==> config.mk <==
export PLATFORM = sky130hd
export DESIGN_NAME = decode_issue
export DESIGN_NICKNAME = d
export VERILOG_FILES = /design/src/rtl/decode_pkg.sv /design/src/rtl/decode_issue.sv /design/src/rtl/ls_operand_prep.sv /design/src/rtl/alu_operand_prep.sv /design/src/rtl/issue_control.sv /design/src/rtl/instr_classify.sv
export SDC_FILE = /design/constraint.sdc
export NUM_CORES = 1
export LEC_CHECK = 0
export ABC_AREA = 1
export BUFFER_PORTS_ARGS = -buffer_cell sky130_fd_sc_hd__buf_4
export CELL_PAD_IN_SITES_DETAIL_PLACEMENT = 0
export CELL_PAD_IN_SITES_GLOBAL_PLACEMENT = 2
export CORE_UTILIZATION = 32
export CTS_BUF_LIST = sky130_fd_sc_hd__clkbuf_4 sky130_fd_sc_hd__clkbuf_8
export DETAILED_ROUTE_END_ITERATION = 7
export PLACE_DENSITY_LB_ADDON = 0.1
export RECOVER_POWER = 100
export REMOVE_ABC_BUFFERS = 1
export SLEW_MARGIN = 20
export SYNTH_ARGS = -nofsm -noshare
export SYNTH_HDL_FRONTEND = slang
export SYNTH_HIERARCHICAL = 1
export SYNTH_SLANG_ARGS = --single-unit
==> constraint.sdc <==
create_clock -name clk -period 24.4 [get_ports clk]
set_input_delay 4.88 -clock clk [delete_from_list [all_inputs] [get_ports clk]]
set_output_delay 4.88 -clock clk [all_outputs]
set_load 0.01 [all_outputs]
==> src/rtl/decode_pkg.sv <==
//----------------------------------------------------------------------
// decode package for the RV32I decode and issue stage
// widths, trimmed opcodes, funct3 codes, unit indices and ALU enums
//----------------------------------------------------------------------
package decode_pkg;

    localparam int xlen = 32;

    typedef logic [xlen-1:0] word_t;
    typedef logic [31:0] addr_t;
    typedef logic [31:0] instr_t;
    typedef logic [4:0] reg_addr_t;
    typedef logic [2:0] fn3_t;
    typedef logic [11:0] ls_offset_t;
    typedef logic [xlen:0] alu_operand_t;   // word plus sign bit for slt

    //------------------------------------------------------------------
    // opcodes, bits 6:2 only (bits 1:0 must be 2'b11)
    //------------------------------------------------------------------
    typedef enum logic [4:0] {
        opc_lui       = 5'b01101,
        opc_auipc     = 5'b00101,
        opc_jal       = 5'b11011,
        opc_jalr      = 5'b11001,
        opc_branch    = 5'b11000,
        opc_load      = 5'b00000,
        opc_store     = 5'b01000,
        opc_arith     = 5'b01100,
        opc_arith_imm = 5'b00100,
        opc_fence     = 5'b00011,
        opc_system    = 5'b11100
    } opcode_trim_t;

    // funct3 of the integer ops
    localparam fn3_t fn3_add_sub = 3'b000;
    localparam fn3_t fn3_sll     = 3'b001;
    localparam fn3_t fn3_slt     = 3'b010;
    localparam fn3_t fn3_sltu    = 3'b011;
    localparam fn3_t fn3_xor     = 3'b100;
    localparam fn3_t fn3_sra     = 3'b101;   // srl shares this code
    localparam fn3_t fn3_or      = 3'b110;
    localparam fn3_t fn3_and     = 3'b111;

    //------------------------------------------------------------------
    // execution units
    //------------------------------------------------------------------
    localparam int num_units   = 4;
    localparam int unit_alu    = 0;
    localparam int unit_ls     = 1;
    localparam int unit_branch = 2;
    localparam int unit_env    = 3;   // system and fence

    typedef logic [num_units-1:0] unit_vec_t;

    // ALU result path
    typedef enum logic [1:0] {
        op_add_sub = 2'b00,
        op_slt     = 2'b01,
        op_shift   = 2'b10
    } alu_op_t;

    // ALU logic path, add leaves the adder result untouched
    typedef enum logic [1:0] {
        logic_add = 2'b00,
        logic_xor = 2'b01,
        logic_or  = 2'b10,
        logic_and = 2'b11
    } alu_logic_op_t;

endpackage
==> src/rtl/decode_issue.sv <==
//----------------------------------------------------------------------
// decode and issue stage of the in-order RV32I core
//----------------------------------------------------------------------
module decode_issue (
    input  logic                      clk,
    input  logic                      rst,
    // instruction buffer
    input  logic                      instr_valid,
    input  decode_pkg::instr_t        instruction,
    input  decode_pkg::addr_t         pc,
    input  logic                      flush,
    // register file and scoreboard
    input  decode_pkg::word_t         rs1_data,
    input  decode_pkg::word_t         rs2_data,
    input  logic                      rs1_conflict,
    input  logic                      rs2_conflict,
    input  decode_pkg::unit_vec_t     unit_ready,
    output decode_pkg::reg_addr_t     rs1_addr,
    output decode_pkg::reg_addr_t     rs2_addr,
    // issue
    output logic                      pop,
    output decode_pkg::unit_vec_t     issue,
    output decode_pkg::unit_vec_t     start,
    output logic                      illegal,
    // ALU operands
    output decode_pkg::alu_operand_t  alu_in1,
    output decode_pkg::alu_operand_t  alu_in2,
    output decode_pkg::word_t         alu_shifter_in,
    output logic                      alu_subtract,
    output logic                      alu_arith,
    output logic                      alu_lshift,
    output decode_pkg::alu_logic_op_t alu_logic,
    output decode_pkg::alu_op_t       alu_op,
    // load-store operands
    output decode_pkg::ls_offset_t    ls_offset,
    output decode_pkg::word_t         ls_base,
    output decode_pkg::word_t         ls_store_data,
    output decode_pkg::fn3_t          ls_fn3,
    output logic                      ls_load,
    output logic                      ls_store
);
    import decode_pkg::*;

    reg_addr_t rd_addr;
    unit_vec_t unit_request;
    logic      uses_rs1;
    logic      uses_rs2;
    logic      uses_rd;
    logic      is_load;
    logic      is_store;

    assign rs1_addr = instruction[19:15];
    assign rs2_addr = instruction[24:20];
    assign rd_addr  = instruction[11:7];

    instr_classify classify_i (
        .instruction  (instruction),
        .unit_request (unit_request),
        .uses_rs1     (uses_rs1),
        .uses_rs2     (uses_rs2),
        .uses_rd      (uses_rd),
        .is_load      (is_load),
        .is_store     (is_store),
        .illegal      (illegal)
    );

    issue_control issue_ctrl_i (
        .clk          (clk),
        .rst          (rst),
        .instr_valid  (instr_valid),
        .flush        (flush),
        .unit_request (unit_request),
        .uses_rs1     (uses_rs1),
        .uses_rs2     (uses_rs2),
        .uses_rd      (uses_rd),
        .is_load      (is_load),
        .is_store     (is_store),
        .rs2_addr     (rs2_addr),
        .rd_addr      (rd_addr),
        .rs1_conflict (rs1_conflict),
        .rs2_conflict (rs2_conflict),
        .unit_ready   (unit_ready),
        .issue        (issue),
        .pop          (pop),
        .start        (start)
    );

    alu_operand_prep alu_prep_i (
        .clk            (clk),
        .issue_alu      (issue[unit_alu]),
        .instruction    (instruction),
        .pc             (pc),
        .rs1_data       (rs1_data),
        .rs2_data       (rs2_data),
        .alu_in1        (alu_in1),
        .alu_in2        (alu_in2),
        .alu_shifter_in (alu_shifter_in),
        .alu_subtract   (alu_subtract),
        .alu_arith      (alu_arith),
        .alu_lshift     (alu_lshift),
        .alu_logic      (alu_logic),
        .alu_op         (alu_op)
    );

    ls_operand_prep ls_prep_i (
        .clk           (clk),
        .issue_ls      (issue[unit_ls]),
        .instruction   (instruction),
        .rs1_data      (rs1_data),
        .rs2_data      (rs2_data),
        .ls_offset     (ls_offset),
        .ls_base       (ls_base),
        .ls_store_data (ls_store_data),
        .ls_fn3        (ls_fn3),
        .ls_load       (ls_load),
        .ls_store      (ls_store)
    );

endmodule

==> src/rtl/ls_operand_prep.sv <==
//----------------------------------------------------------------------
// load-store operand preparation, registered on LS issue
//----------------------------------------------------------------------
module ls_operand_prep (
    input  logic                   clk,
    input  logic                   issue_ls,
    input  decode_pkg::instr_t     instruction,
    input  decode_pkg::word_t      rs1_data,
    input  decode_pkg::word_t      rs2_data,
    output decode_pkg::ls_offset_t ls_offset,
    output decode_pkg::word_t      ls_base,
    output decode_pkg::word_t      ls_store_data,
    output decode_pkg::fn3_t       ls_fn3,
    output logic                   ls_load,
    output logic                   ls_store
);
    import decode_pkg::*;

    opcode_trim_t trim;
    logic         store_op;
    logic         load_op;
    ls_offset_t   offset;

    assign trim     = opcode_trim_t'(instruction[6:2]);
    assign store_op = (trim == opc_store);
    assign load_op  = (trim == opc_load);

    // store immediate is split around rs2
    assign offset = store_op ? {instruction[31:25], instruction[11:7]} : instruction[31:20];

    always_ff @(posedge clk) begin
        if (issue_ls) begin
            ls_offset     <= offset;
            ls_base       <= rs1_data;
            ls_store_data <= rs2_data;
            ls_fn3        <= instruction[14:12];   // access size and sign
            ls_load       <= load_op;
            ls_store      <= store_op;
        end
    end

endmodule

==> src/rtl/alu_operand_prep.sv <==
//----------------------------------------------------------------------
// ALU operand preparation
// selects operands and control, registered on ALU issue
//----------------------------------------------------------------------
module alu_operand_prep (
    input  logic                      clk,
    input  logic                      issue_alu,
    input  decode_pkg::instr_t        instruction,
    input  decode_pkg::addr_t         pc,
    input  decode_pkg::word_t         rs1_data,
    input  decode_pkg::word_t         rs2_data,
    output decode_pkg::alu_operand_t  alu_in1,
    output decode_pkg::alu_operand_t  alu_in2,
    output decode_pkg::word_t         alu_shifter_in,
    output logic                      alu_subtract,
    output logic                      alu_arith,
    output logic                      alu_lshift,
    output decode_pkg::alu_logic_op_t alu_logic,
    output decode_pkg::alu_op_t       alu_op
);
    import decode_pkg::*;

    opcode_trim_t  trim;
    fn3_t          fn3;
    logic          upper_imm;      // lui or auipc
    logic          unsigned_cmp;
    word_t         in1_data;
    word_t         in2_data;
    word_t         rs1_reversed;
    logic          subtract;
    alu_logic_op_t logic_sel;
    alu_op_t       op_sel;

    assign trim      = opcode_trim_t'(instruction[6:2]);
    assign fn3       = instruction[14:12];
    assign upper_imm = (trim == opc_lui) || (trim == opc_auipc);

    // first operand
    assign in1_data = (trim == opc_lui) ? '0 : (trim == opc_auipc) ? pc : rs1_data;

    // second operand
    always_comb begin
        if (upper_imm)
            in2_data = {instruction[31:12], 12'b0};
        else if (trim == opc_arith_imm)
            in2_data = {{(xlen-12){instruction[31]}}, instruction[31:20]};
        else
            in2_data = rs2_data;
    end

    // sub for SUB and both compares, never for the upper immediates
    assign subtract = ~upper_imm &
                      ((fn3 inside {fn3_slt, fn3_sltu}) ||
                       ((fn3 == fn3_add_sub) && (trim == opc_arith) && instruction[30]));

    assign unsigned_cmp = ~upper_imm & (fn3 == fn3_sltu);

    always_comb begin
        case (fn3)
            fn3_xor: logic_sel = logic_xor;
            fn3_or:  logic_sel = logic_or;
            fn3_and: logic_sel = logic_and;
            default: logic_sel = logic_add;
        endcase
    end

    always_comb begin
        case (fn3)
            fn3_slt, fn3_sltu: op_sel = op_slt;
            fn3_sll, fn3_sra:  op_sel = op_shift;
            default:           op_sel = op_add_sub;
        endcase
    end

    // left shifts run through the right shifter on reversed bits
    always_comb begin
        for (int i = 0; i < xlen; i++)
            rs1_reversed[i] = rs1_data[xlen-1-i];
    end

    always_ff @(posedge clk) begin
        if (issue_alu) begin
            alu_in1        <= {in1_data[xlen-1] & ~unsigned_cmp, in1_data};
            alu_in2        <= {in2_data[xlen-1] & ~unsigned_cmp, in2_data};
            alu_shifter_in <= fn3[2] ? rs1_data : rs1_reversed;
            alu_subtract   <= subtract;
            alu_arith      <= rs1_data[xlen-1] & instruction[30];   // bit shifted in
            alu_lshift     <= ~fn3[2];
            alu_logic      <= upper_imm ? logic_add : logic_sel;
            alu_op         <= upper_imm ? op_add_sub : op_sel;
        end
    end

endmodule

==> src/rtl/issue_control.sv <==
//----------------------------------------------------------------------
// issue control
// hazard check, load to store forwarding and per-unit issue strobes
//----------------------------------------------------------------------
module issue_control (
    input  logic                  clk,
    input  logic                  rst,
    input  logic                  instr_valid,
    input  logic                  flush,
    input  decode_pkg::unit_vec_t unit_request,
    input  logic                  uses_rs1,
    input  logic                  uses_rs2,
    input  logic                  uses_rd,
    input  logic                  is_load,
    input  logic                  is_store,
    input  decode_pkg::reg_addr_t rs2_addr,
    input  decode_pkg::reg_addr_t rd_addr,
    input  logic                  rs1_conflict,
    input  logic                  rs2_conflict,
    input  decode_pkg::unit_vec_t unit_ready,
    output decode_pkg::unit_vec_t issue,
    output logic                  pop,
    output decode_pkg::unit_vec_t start
);
    import decode_pkg::*;

    reg_addr_t load_rd;        // rd of the last issued load
    logic      load_rd_valid;
    logic      issue_valid;
    logic      single_request;
    logic      store_forward;
    logic      operands_ready;
    unit_vec_t ready_request;

    assign issue_valid = instr_valid & ~flush;

    // exactly one unit, guards against a decode that maps to none or several
    assign single_request = (unit_request != '0) &&
                            ((unit_request & (unit_request - 1'b1)) == '0);

    //------------------------------------------------------------------
    // operand readiness
    //------------------------------------------------------------------
    // the LS unit forwards load data into a following store's rs2
    assign store_forward = is_store & load_rd_valid & (rs2_addr == load_rd);

    assign operands_ready = ~((uses_rs1 & rs1_conflict) |
                              (uses_rs2 & rs2_conflict & ~store_forward));

    assign ready_request = unit_request & unit_ready;

    assign issue = (issue_valid & single_request & operands_ready) ? ready_request : '0;
    assign pop   = |issue;

    //------------------------------------------------------------------
    // forwarding tracker
    //------------------------------------------------------------------
    always_ff @(posedge clk) begin
        if (pop && is_load)
            load_rd <= rd_addr;
    end

    always_ff @(posedge clk) begin
        if (rst) begin
            load_rd_valid <= 1'b0;
        end else if (pop) begin
            if (is_load)
                load_rd_valid <= uses_rd;   // load to x0 has nothing to forward
            else if (uses_rd && (rd_addr == load_rd))
                load_rd_valid <= 1'b0;      // register overwritten since the load
        end
    end

    // start pulse one cycle after issue
    always_ff @(posedge clk) begin
        if (rst)
            start <= '0;
        else
            start <= issue;
    end

endmodule

==> src/rtl/instr_classify.sv <==
//----------------------------------------------------------------------
// instruction classifier
// maps the opcode to a unit request, register usage and illegal flag
//----------------------------------------------------------------------
module instr_classify (
    input  decode_pkg::instr_t    instruction,
    output decode_pkg::unit_vec_t unit_request,
    output logic                  uses_rs1,
    output logic                  uses_rs2,
    output logic                  uses_rd,
    output logic                  is_load,
    output logic                  is_store,
    output logic                  illegal
);
    import decode_pkg::*;

    opcode_trim_t trim;
    logic         low_bits_ok;
    logic         known;
    logic         mul_div;
    logic         rd_zero;

    assign trim        = opcode_trim_t'(instruction[6:2]);
    assign low_bits_ok = (instruction[1:0] == 2'b11);
    assign mul_div     = (trim == opc_arith) && instruction[25];   // M extension not present
    assign rd_zero     = (instruction[11:7] == 5'd0);

    assign known = trim inside {opc_lui, opc_auipc, opc_jal, opc_jalr, opc_branch,
                                opc_load, opc_store, opc_arith, opc_arith_imm,
                                opc_fence, opc_system};

    assign illegal = ~low_bits_ok | ~known | mul_div;

    // illegal words request nothing so they can never issue
    always_comb begin
        unit_request              = '0;
        unit_request[unit_alu]    = (trim inside {opc_lui, opc_auipc, opc_arith_imm}) ||
                                    ((trim == opc_arith) && ~instruction[25]);
        unit_request[unit_ls]     = trim inside {opc_load, opc_store};
        unit_request[unit_branch] = trim inside {opc_branch, opc_jal, opc_jalr};
        unit_request[unit_env]    = trim inside {opc_fence, opc_system};
        if (illegal)
            unit_request = '0;
    end

    assign is_load  = low_bits_ok && (trim == opc_load);
    assign is_store = low_bits_ok && (trim == opc_store);

    // register usage
    assign uses_rs1 = trim inside {opc_jalr, opc_branch, opc_load, opc_store,
                                   opc_arith, opc_arith_imm};
    assign uses_rs2 = trim inside {opc_branch, opc_store, opc_arith};
    assign uses_rd  = ~rd_zero && (trim inside {opc_lui, opc_auipc, opc_jal, opc_jalr,
                                                opc_load, opc_arith, opc_arith_imm});

endmodule

==> Word-level counts from Yosys, hierarchy flattened <==
Index checks and enable logic that the tools add are counted.
Widths: inputs -> output; s select.
{ "op_classes": {"addsub": 1, "n_mul": 0, "div_mod_pow": 0, "n_lt_le_gt_ge": 0, "eq_ne": 20, "shift": 0, "muxes": 12, "bitwise": 28, "reduce_logical": 32} }
{ "op_table": {"columns": ["op", "n"], "rows": [
  ["$mux 32", 5],
  ["$eq 5x5->1 const B", 4],
  ["$eq 5x4->1 const B", 3],
  ["$and 1x1->1", 13],
  ["$eq 3x3->1 const B", 4],
  ["$reduce_bool 11->1", 1],
  ["$eq 5x3->1 const B", 2],
  ["$eq 5x5->1", 2],
  ["$logic_and 1x1->1", 10],
  ["$logic_not 5->1", 2],
  ["$not 1->1", 10],
  ["$reduce_bool 3->1", 3],
  ["$and 4x4->4", 2],
  ["$mux 4", 2],
  ["$reduce_bool 2->1", 4],
  ["$reduce_bool 7->1", 1],
  ["$eq 3x2->1 const B", 2],
  ["$pmux 2 s3", 1],
  ["$reduce_bool 6->1", 1],
  ["$eq 5x2->1 const B", 1],
  ["$mux 5", 1],
  ["$logic_not 4->1", 1],
  ["$pmux 2 s2", 1],
  ["$reduce_bool 4->1", 1],
  ["10 further kinds", 16]
]} }
{ "totals": {"regBits": 196, "latch_bits": 0, "mem_bits_rw": 0, "mem_bits_ro": 0, "out_inout_bits": 206, "word_cells": 112, "memories": 0} }

==> Logic depth before layout (Yosys ltp) <==
Gate-level depths: netlist of run 1.
{ "logic_depth": {"word_depth": 15, "ltp_mapped": 16} }

==> Cells and area by module <==
The synthesis of run 1 kept the hierarchy.
{ "modules_own_cells": {"columns": ["mod", "instances", "cells_each", "area_each_um2", "seq_area_each_um2"], "rows": [
  ["alu_operand_prep", 1, 446, 4659.5, 3153.0],
  ["ls_operand_prep", 1, 104, 2562.5, 2432.3],
  ["issue_control", 1, 90, 614.3, 250.2],
  ["instr_classify", 1, 49, 247.7, 0.0],
  ["decode_issue", 1, 10, 75.1, 0.0]
]} }

==> Worst setup path after synthesis of run 1 <==
OpenSTA, ideal clock, no wires.
{ "synth_path": {"path_kind": "input-to-output", "from": "in instruction[2]", "to": "out issue[0]", "arrival_ns": 10.499, "t_required_ns": 19.520, "slack_ns": 9.021, "cell_stages": 12, "cell_sequence": "inv_1 nand2_2 nor2_2 nor2_2 nand3_2 nand2_4 nor2_2 nor2_1 xnor2_1 nor2_2 nand2_1 nor2_1"} }
{ "synth_between": {"elab_chain_len": 13, "elab_cells_between_ends": 43} }
{ "synth_lines": {"columns": ["element", "line_no", "rtl"], "rows": [
  ["start, declared", "decode_issue.sv:9", "input decode_pkg::instr_t instruction,"],
  ["$eq 5x4->1, or another cell as far along", "instr_classify.sv:28", "assign known = trim inside {opc_lui, opc_auipc, opc_jal, opc_jalr, opc_branch,"],
  ["$reduce_bool 11->1", "instr_classify.sv:28", null],
  ["$not 1->1", "instr_classify.sv:32", "assign illegal = ~low_bits_ok | ~known | mul_div;"],
  ["$or 1x1->1", "instr_classify.sv:32", null],
  ["$or 1x1->1 (*)", "instr_classify.sv:32", null],
  ["net illegal", "decode_issue.sv:24", "output logic illegal,"],
  ["$mux 4 (*)", "instr_classify.sv:42", "if (illegal)"],
  ["net unit_request[1]", "decode_issue.sv:45", "unit_vec_t unit_request;"],
  ["$sub 4x1->4", "issue_control.sv:39", "((unit_request & (unit_request - 1'b1)) == '0);"],
  ["$and 4x4->4", "issue_control.sv:39", null],
  ["$logic_not 4->1", "issue_control.sv:39", null],
  ["$logic_and 1x1->1 (*)", "issue_control.sv:38", "assign single_request = (unit_request != '0) &&"],
  ["$and 1x1->1 (*) (2 in a row)", "issue_control.sv:52", "assign issue = (issue_valid & single_request & operands_ready) ? ready_request : '0;"],
  ["$mux 4 (*)", "issue_control.sv:52", null],
  ["end, declared", "decode_issue.sv:22", "output decode_pkg::unit_vec_t issue,"]
]} }
Mark *: on every way through the listed nets, which the timed path passes. The rest lies on a longest branch.

==> Final worst setup path of run 1 <==
{ "layout_path": {"from": "in instruction[2]", "to": "out issue[1]"} }
{ "layout_between": {"elab_chain_len": 13, "elab_cells_between_ends": 43} }
{ "layout_lines": {"columns": ["element", "line_no"], "rows": [
  ["$eq 5x4->1, or another cell as far along", "instr_classify.sv:28"],
  ["$reduce_bool 11->1", "instr_classify.sv:28"],
  ["$not 1->1", "instr_classify.sv:32"],
  ["$or 1x1->1 (2 in a row)", "instr_classify.sv:32"],
  ["$mux 4 (*)", "instr_classify.sv:42"],
  ["net unit_request[2]", "decode_issue.sv:45"],
  ["$sub 4x1->4", "issue_control.sv:39"],
  ["$and 4x4->4", "issue_control.sv:39"],
  ["$logic_not 4->1", "issue_control.sv:39"],
  ["$logic_and 1x1->1 (*)", "issue_control.sv:38"],
  ["$and 1x1->1 (*) (2 in a row)", "issue_control.sv:52"],
  ["$mux 4 (*)", "issue_control.sv:52"]
]} }
Marked as above.

==> impl_metrics.py, run 1 <==
metrics = {
    "worst_setup_path": {
        "crit_fanout": 40,
        "crit_arrival_ns": 9.19,
        "path_class": "input pin to output port",
        "cp.depth": 15,
        "worstPathCellList": "clkbuf_1 -> inv_1 -> nand2_1 -> nor2_1 -> nor2_1 -> nand3_2 -> nand2_1 -> nor2_1 -> a21oi_1 -> nand3_1 -> nor2_1 -> nand2_1 -> nor2_4 -> clkbuf_1 -> clkbuf_1",
        "r2r_cells": 9,
        "cp-start-kind": "input pin",
        "critPathSlowestCell": "clkbuf_1",
        "crit_path_frequent_cell": "nor2_1",
        "slowest_delay_ns": 2.00,
        "cp.required_ns": 19.52,
        "crit_family": "buffers and inverters",
        "crit_path_end_kind": "output port",
        "path_buf_inv": 4,
    },
    "finish": {
        "nets": 1167,
        "drive_gt1_share_pct": 13.2,
        "nFillCells": 2693,
        "final_util_pct": 41.1,
        "syn2layout_area_growth_pct": 26.5,
        "final_cells": 1371,
    },
    "placed_design": {
        "dpl.hpwl_microns": 17600,
        "io_buffer_count": 343,
        "gp_congestion": 0.760,
        "dp.cells": 1340,
    },
    "logic_synthesis": {
        "synth_edf_count": 191,
        "syn_inst": 699,
        "synth_seq_cells": 196,
        "synthDistinctLibCells": 31,
        "yosysMostFrequentCell": "nand2_1",
        "synth-seq-area-share_pct": 71.5,
        "netlist_area_sq_um": 8160,
        "yosys-top-cells-count": "193 x nand2_1, 191 x edfxtp_1, 54 x inv_1",
        "yosysWarnings": 6,
        "syn_area_per_cell_sq_um": 11.7,
        "synth.largest_area_cell": "edfxtp_1",
        "synthFlopType": "edfxtp_1",
        "synth_area_leaders": "edfxtp_1 70%, nand2_1 8.9%, nand3_1 2.9%",
        "synth-async-reset-ratio_pct": 0,
        "yosysTopAreaCellShare_pct": 70.3,
    },
    "sta": {
        "hold_violations": 0,
        "fin_tns_setup_ns": 0,
        "worst_pin_slew_ns": 4.33,
        "min_period_ns": 14.07,
        "drv_slew": 294,
        "clock.fmax_mhz": 71.1,
        "fin_crit_sh_pct": 57.7,
        "rsz0062_at_grt": "false",
        "finalSetupViolCount": 0,
        "skew_ns": 0.0171,
        "slew_headroom_pct": -189,
    },
    "pwr": {
        "p_leak_nw": 3.78,
        "pwr-share-comb_pct": 7.1,
        "switchingPower_w": 0.000150,
        "p_int_w": 0.000472,
        "p_clk_share_pct": 33.5,
        "switching_share_pct": 24.1,
        "pwr-share-seq_pct": 59.4,
        "irDropWorstVdd_v": 0.0000397,
        "powerDensity_nw_per_um2": 60.3,
    },
    "clock_network": {
        "htreeDepth": 4,
        "ctsResizeCount": 0,
        "hold_buffers": 0,
        "cts_tree": "yes",
        "clk_pin_slew_ns": 0.11,
        "cts_setup_buffers": 0,
        "clk_latency_ns": 0.46,
        "cts_sinks": 196,
        "numCtsBuffers": 17,
        "cts_root_buf": "clkbuf_8",
        "clockBufferDepth": 2,
    },
    "route": {
        "wl_per_cell_microns": 18.4,
        "vias": 6296,
        "ant_nets": 0,
        "route.detailed.drc": 0,
        "dr.pass1.iters": 5,
        "wirelength_microns": 25300,
        "vias_per_cell": 4.59,
        "initialDrtViolationCount": 485,
    },
    "die": {
        "fp.dieH_microns": 162,
        "die_area_sq_um": 26100,
        "rows": 58,
        "core_area_sq_um": 25100,
        "die_x_microns": 162,
        "io-pin-count": 344,
        "start_util_pct": 32.5,
    },
    "grt": {
        "antenna_found_initial": 1,
        "grt_pass1_vias": 6056,
        "grt_pass1_wl_microns": 37100,
        "grt_max_degree": 77,
        "grtUsageTotal_pct": 19.2,
        "grt.overflow.total": 0,
    },
    "flow_run": {
        "cap_violations": 7,
    },
    "min_path": {
        "hold_class": "register to register",
        "hold_path_depth": 2,
    },
    "outcome": {
        "status": "finished, violations left",
        "violations": "capacitance limit, slew limit",
    },
}
-- layout by cell type, fill, tap and decap left out --
| master | instances |
|---|---|
| clkbuf_1 | 271 |
| nand2_1 | 195 |
| edfxtp_1 | 191 |
| buf_4 | 57 |
| inv_1 | 54 |
| nand3_1 | 49 |
| a21oi_1 | 46 |
| o21ai_0 | 34 |
| nor2_1 | 29 |
| clkbuf_4 | 21 |
| clkbuf_8 | 17 |
| nand4_1 | 8 |
| inv_2 | 7 |
| nor3_1 | 7 |
| nand2_2 | 6 |
| nor2_4 | 5 |
| dfxtp_1 | 5 |
| nand3_2 | 4 |
| o211ai_1 | 4 |
| nor2_2 | 4 |
| clkinv_4 | 3 |
| clkinvlp_4 | 3 |
| inv_8 | 3 |
| a21oi_2 | 2 |
| inv_6 | 2 |
| xnor2_1 | 2 |
| xor2_1 | 2 |
| diode_2 | 1 |
| clkinv_1 | 1 |
| o31ai_1 | 1 |
| nand3b_1 | 1 |
| nor4_1 | 1 |
| o22ai_1 | 1 |
| bufinv_16 | 1 |
| clkinv_8 | 1 |
| or2_2 | 1 |
| and3_1 | 1 |
-- final timing paths --
| path | end | slack [ns] | start |
|---|---|---|---|
| setup reg to reg | alu_prep_i/alu_in1[31]$_DFFE_PP_ | 17.89 | issue_ctrl_i/load_rd[4]$_DFFE_PP_ |
| hold / removal | issue_ctrl_i/load_rd_valid$_SDFFE_PP0P_ | 0.51 | issue_ctrl_i/load_rd_valid$_SDFFE_PP0P_ |
| hold reg to reg | issue_ctrl_i/load_rd_valid$_SDFFE_PP0P_ | 0.51 | issue_ctrl_i/load_rd_valid$_SDFFE_PP0P_ |
| setup / recovery | issue[1] | 10.33 | instruction[2] |
-- per-stage QoR --
stage                     hold WS [ns]  instance area [sq um]  total power [W]  worst slack [ns]
after floorplan                  0.442                   7950         0.000396              9.02
after global placement           0.496                  11000         0.000428             12.23
after detailed placement         0.491                  11000         0.000428             12.17
after CTS                        0.509                  11400         0.000634             12.16
after global routing             0.535                  10300         0.000649              9.69
final                            0.515                  10300         0.000622             10.33
-- area by class of cell --
cell class / instances / area [sq um] / share of cell area (%)
flip-flops and latches: 196 / 5840 / 56.5
multi-input cells: 403 / 1850 / 18.0
clock inverters: 13 / 146 / 1.42
inverters: 62 / 233 / 2.26
well taps: 330 / 413 / 4.00
diodes: 1 / 2.50 / 0.0242
clock buffers: 17 / 234 / 2.27
repair buffers: 349 / 1600 / 15.5
-- worst register-to-register path, delay by kind of cell, from the launching register on --
| kind | cells | cell delay, ns |
|---|---|---|
| buffers and inverters | 2 | 4.68 |
| and+or+nand+nor | 7 | 0.82 |
| DFF | 1 | 0.46 |
-- state kept, by name (all words and copies together) (netlist names) --
signal,count
alu_prep_i/alu_shifter_in,32
issue_ctrl_i/load_rd,5
ls_prep_i/ls_offset,12
alu_prep_i/alu_in2,33
ls_prep_i/ls_load,1
ls_prep_i/ls_store_data,32
ls_prep_i/ls_fn3,3
issue_ctrl_i/load_rd_valid,1
alu_prep_i/alu_subtract,1
ls_prep_i/ls_store,1
alu_prep_i/alu_in1,33
alu_prep_i/alu_lshift,1
issue_ctrl_i/start,4
ls_prep_i/ls_base,32
alu_prep_i/alu_logic,2
alu_prep_i/alu_arith,1
alu_prep_i/alu_op,2
-- power by group through the flow --
stage                     Clock, W  Combinational, W  Sequential [W]
after floorplan                  0         0.0000188        0.000377
after global placement           0         0.0000504        0.000377
after detailed placement         0         0.0000507        0.000377
after CTS                 0.000214         0.0000510        0.000370
after global routing      0.000228         0.0000505        0.000370
final                     0.000208         0.0000443        0.000370
-- layer usage --
metal	track usage, %	wire length, microns
met5	0	0
met4	5.40	335
met3	5.23	1930
met2	32.8	12600
met1	23.7	10400
-- cells by family after synthesis --
group           Yosys count  synth area share, %
buf+inv                 100                 5.46
flops                   196                 71.5
xor+xnor                  4                0.429
simple gates            311                 16.9
compound gates           88                 5.66
No activity file was read; power rests on OpenSTA's default activity.
==> run 2, diff against run 1 <==
Settings changed: CORE_UTILIZATION 32 to 27.
Clock period 24.4 ns to 12.3 ns, I/O delays scaled along.
==> impl_metrics.py, run 2 (synthesis results as in run 1) <==
metrics = {
    "worst_setup_path": {
        "crit_path_end_kind": "output port",
        "critPathSlowestCell": "nor2_1",
        "r2r_cells": 8,
        "crit_arrival_ns": 6.77,
        "slowest_delay_ns": 2.14,
        "crit_family": "simple AND/OR/NAND/NOR gates",
        "path_class": "input pin to output port",
        "r2r-start": "issue_ctrl_i/load_rd[1]$_DFFE_PP_",
        "cp.required_ns": 9.84,
        "crit_path_frequent_cell": "nor2_1",
        "worstPathCellList": "clkbuf_1 -> inv_1 -> nor2_1 -> nand2_1 -> nand2_1 -> clkinv_1 -> nand3_2 -> nand2_1 -> nor2_1 -> nor2_1 -> xnor2_1 -> nor2_1 -> nand2_1 -> nor2_1 -> clkbuf_1",
        "crit_fanout": 27,
        "reg2reg_slack_ns": 6.04,
        "cp-start-kind": "input pin",
        "reg2reg_to": "ls_prep_i/ls_store_data[31]$_DFFE_PP_",
        "path_buf_inv": 4,
    },
    "grt": {
        "grt_max_degree": 60,
        "grt_pass1_vias": 6316,
        "antenna_found_initial": 1,
        "grt.overflow.total": 0,
        "grt_pass1_wl_microns": 39100,
        "grtUsageTotal_pct": 17.0,
    },
    "flow_run": {
        "cap_violations": 6,
    },
    "sta": {
        "fin_crit_sh_pct": 75.1,
        "rsz0062_at_grt": "false",
        "slew_headroom_pct": -124,
        "worst_pin_slew_ns": 3.36,
        "fin_tns_setup_ns": 0,
        "drv_slew": 234,
        "finalSetupViolCount": 0,
        "clock.fmax_mhz": 108,
        "min_period_ns": 9.23,
        "hold_violations": 0,
        "skew_ns": 0.0146,
    },
    "die": {
        "die_x_microns": 176,
        "core_area_sq_um": 29700,
        "fp.dieH_microns": 176,
        "start_util_pct": 27.5,
        "rows": 63,
        "io-pin-count": 344,
        "die_area_sq_um": 30900,
    },
    "route": {
        "dr.pass1.iters": 4,
        "initialDrtViolationCount": 358,
        "wirelength_microns": 26500,
        "route.detailed.drc": 0,
        "vias_per_cell": 4.41,
        "ant_nets": 0,
        "wl_per_cell_microns": 18.5,
        "vias": 6321,
    },
    "pwr": {
        "powerDensity_nw_per_um2": 120,
        "irDropWorstVdd_v": 0.0000552,
        "p_leak_nw": 3.80,
    },
    "outcome": {
        "violations": "capacitance limit, slew limit",
        "status": "finished, violations left",
    },
    "finish": {
        "final_cell_mix": "269 x clkbuf_1, 196 x nand2_1, 191 x edfxtp_1",
        "drive_gt1_share_pct": 13.3,
        "layout_commonest_cell": "clkbuf_1",
        "nFillCells": 3190,
        "final_util_pct": 35.0,
        "nets": 1166,
        "largestRegisters": "alu_prep_i/alu_in1 (33), alu_prep_i/alu_in2 (33)",
        "syn2layout_area_growth_pct": 27.4,
    },
    "min_path": {
        "hold_class": "register to register",
        "hold_path_depth": 2,
        "min_from": "issue_ctrl_i/load_rd_valid$_SDFFE_PP0P_",
        "whs_endpoint": "issue_ctrl_i/load_rd_valid$_SDFFE_PP0P_",
    },
    "clock_network": {
        "clk_latency_ns": 0.46,
        "cts_setup_buffers": 0,
        "numCtsBuffers": 17,
        "clockBufferDepth": 2,
        "clk_pin_slew_ns": 0.11,
        "cts_sinks": 196,
        "cts_tree": "yes",
        "htreeDepth": 4,
        "hold_buffers": 0,
        "cts_root_buf": "clkbuf_8",
        "ctsResizeCount": 0,
    },
    "placed_design": {
        "dpl.hpwl_microns": 18400,
        "gp_congestion": 0.732,
        "io_buffer_count": 343,
    },
}
run 2: where the power goes:
group	switching, W	total [W]	internal [W]
Combinational	0.0000512	0.0000884	0.0000372
Sequential	0.0000000269	0.000733	0.000733
Clock	0.000267	0.000422	0.000154
Total	0.000319	0.00124	0.000925
run 2: worst min-delay path, stage by stage, from the launching register on:
cell	delay, ns
dfxtp_1	0.35
nand2_1	0.08
a21oi_2	0.04
run 2: worst max path at each step:
stage          depth (start not counted)                               endpoint  slack (ns)      startpoint
2_1_floorplan                         12                               issue[0]        1.76  instruction[2]
3_3_place_gp                          14                               issue[1]        4.83  instruction[2]
3_5_place_dp                          14                               issue[1]        4.73  instruction[2]
4_1_cts                               14                               issue[1]        4.73  instruction[2]
5_1_grt                               15  ls_prep_i/ls_store_data[31]$_DFFE_PP_        2.40  instruction[2]
6_report                              15                               issue[1]        3.07  instruction[2]
run 2: layer usage:
metal	track usage (%)	up-vias	share of wire, %
met5	0	-	0
met4	4.06	0	1.1
met3	5.09	12	7.6
met2	28.2	232	48
met1	21.6	3033	44
li1	-	3044	-
run 2: layout make-up:
cell class                      count  area [sq um]  share of cell area [%]
Timing Repair Buffer              348          1600                    15.4
Sequential cell                   196          5840                    56.1
Tap cell                          390           488                    4.69
Clock buffer                       18           241                    2.32
Multi-Input combinational cell    403          1850                    17.8
Inverter                           62           233                    2.24
Clock inverter                     14           141                    1.36
Antenna cell                        1          2.50                  0.0241
run 2: metrics by stage:
step	setup slack, ns	hold slack (ns)	total power [W]	instance area, sq um	cells
6_report	3.07	0.503	0.00124	10400	1432
4_1_cts	4.73	0.502	0.00127	11500	1431
5_1_grt	2.40	0.531	0.00130	10400	1432
3_5_place_dp	4.73	0.484	0.000850	11100	1399
3_3_place_gp	4.83	0.488	0.000850	11100	1399
2_1_floorplan	1.76	0.442	0.000786	7950	661
==> run 3, diff against run 2 <==
Clock period 12.3 ns to 7.8 ns, I/O delays scaled along.
==> impl_metrics.py, run 3 (synthesis results as in run 1) <==
metrics = {
    "outcome": {
        "status": "finished, violations left",
        "violations": "capacitance limit, slew limit",
    },
    "route": {
        "vias": 6278,
        "dr.pass1.iters": 5,
        "ant_nets": 0,
        "route.detailed.drc": 0,
        "wl_per_cell_microns": 18.3,
        "wirelength_microns": 26300,
        "initialDrtViolationCount": 323,
        "vias_per_cell": 4.38,
    },
    "clock_network": {
        "cts_tree": "yes",
        "numCtsBuffers": 17,
        "cts_root_buf": "clkbuf_8",
        "clk_pin_slew_ns": 0.11,
        "ctsResizeCount": 0,
        "cts_setup_buffers": 0,
        "cts_sinks": 196,
        "clk_latency_ns": 0.46,
        "hold_buffers": 0,
        "clockBufferDepth": 2,
        "htreeDepth": 4,
    },
    "worst_setup_path": {
        "r2r_cells": 9,
        "cp.required_ns": 7.89,
        "crit_path_end_kind": "register",
        "cp-start-kind": "input pin",
        "crit_fanout": 71,
        "path_class": "input pin to register",
        "crit_arrival_ns": 6.22,
    },
    "die": {
        "die_x_microns": 176,
        "die_area_sq_um": 30900,
        "core_area_sq_um": 29700,
        "fp.dieH_microns": 176,
        "io-pin-count": 344,
        "rows": 63,
        "start_util_pct": 27.5,
    },
    "finish": {
        "largestRegisters": "alu_prep_i/alu_in1 (33), alu_prep_i/alu_in2 (33)",
        "nets": 1167,
        "final_cell_mix": "272 x clkbuf_1, 195 x nand2_1, 191 x edfxtp_1",
        "nFillCells": 3236,
        "syn2layout_area_growth_pct": 27.4,
        "drive_gt1_share_pct": 13.4,
        "final_cells": 1434,
        "layout_commonest_cell": "clkbuf_1",
    },
    "grt": {
        "antenna_found_initial": 3,
        "grt_max_degree": 72,
        "grt_pass1_wl_microns": 38400,
        "grtUsageTotal_pct": 16.8,
        "grt_pass1_vias": 6105,
        "grt.overflow.total": 0,
    },
    "flow_run": {
        "cap_violations": 3,
    },
    "sta": {
        "slew_headroom_pct": -74.4,
        "clock.fmax_mhz": 163,
        "drv_slew": 106,
        "holdWs_ns": 0.489,
        "fin_crit_sh_pct": 78.5,
        "rsz0062_at_grt": "false",
        "min_period_ns": 6.12,
        "hold_violations": 0,
        "worst_pin_slew_ns": 2.61,
        "skew_ns": 0.0155,
        "finalSetupViolCount": 0,
    },
    "placed_design": {
        "dp.cells": 1399,
        "gp_congestion": 0.724,
        "dpl.hpwl_microns": 18400,
        "io_buffer_count": 343,
    },
    "pwr": {
        "irDropWorstVdd_v": 0.0000800,
        "p_leak_nw": 3.79,
        "powerDensity_nw_per_um2": 188,
    },
    "min_path": {
        "hold_class": "register to register",
        "hold_path_depth": 2,
    },
}
[run 3: cell types whose count changed in the layout (fill, tap and decap cells not counted), sizes merged]
cell / previous run / this run
inv: 68 / 70
buf: 58 / 59
diode: 1 / 3
clkinvlp: 2 / 1
clkinv: 6 / 4
[run 3: worst paths after layout]
path	from	end	slack (ns)
worst min-delay path	issue_ctrl_i/load_rd_valid$_SDFFE_PP0P_	issue_ctrl_i/load_rd_valid$_SDFFE_PP0P_	0.49
worst max-delay path	instruction[2]	alu_prep_i/alu_lshift$_DFFE_PP_	1.68
worst min register to register	issue_ctrl_i/load_rd_valid$_SDFFE_PP0P_	issue_ctrl_i/load_rd_valid$_SDFFE_PP0P_	0.49
worst max register to register	issue_ctrl_i/load_rd[0]$_DFFE_PP_	alu_prep_i/alu_lshift$_DFFE_PP_	3.50
[run 3: metrics by stage]
step	cell area, sq um	setup WS (ns)	util [%]	TNS (ns)	total power, W
floorplan	7950	-0.939	-	-0.939	0.00124
global placement	11100	2.04	37.2	0	0.00134
detailed placement	11100	2.00	37.2	0	0.00134
CTS	11400	1.98	38.5	0	0.00200
global route	10400	1.14	35.0	0	0.00204
finish	10400	1.68	35.0	0	0.00196
[run 3: critical path, cell delays in order]
cell,delay [ns]
clkbuf_1,0.37
inv_1,0.13
nor2_1,0.11
nand2_1,0.06
nand2_2,0.08
inv_2,0.03
nand3_1,0.07
nand2_1,0.15
nor2_1,0.22
nor2_1,0.09
xnor2_1,0.14
nor2_2,0.16
nand2_1,0.25
nor2_4,0.17
clkbuf_1,1.53
buf_4,0.93
[run 3: routing by layer]
metal,vias to the layer above,part of all wire [%],track usage [%]
met5,-,0,0
met4,0,0.73,4.46
met3,12,6.9,4.57
met2,233,49,28.0
met1,2984,44,21.4
li1,3049,-,-
[run 3: area by class of cell]
type                    count  area [sq um]  share of cell area (%)
clock inverters            13           138                    1.32
diodes                      3          7.51                  0.0722
clock buffers              18           241                    2.32
repair buffers            349          1600                    15.4
flip-flops and latches    196          5840                    56.1
multi-input cells         403          1860                    17.8
inverters                  62           233                    2.24
well taps                 390           488                    4.69
[run 3: where the power goes]
group          leakage [nW]  switching [W]  internal (W)
combinational          1.87      0.0000805     0.0000579
sequential             1.73   0.0000000434       0.00116
clock                 0.191       0.000420      0.000243
total                  3.79       0.000501       0.00146
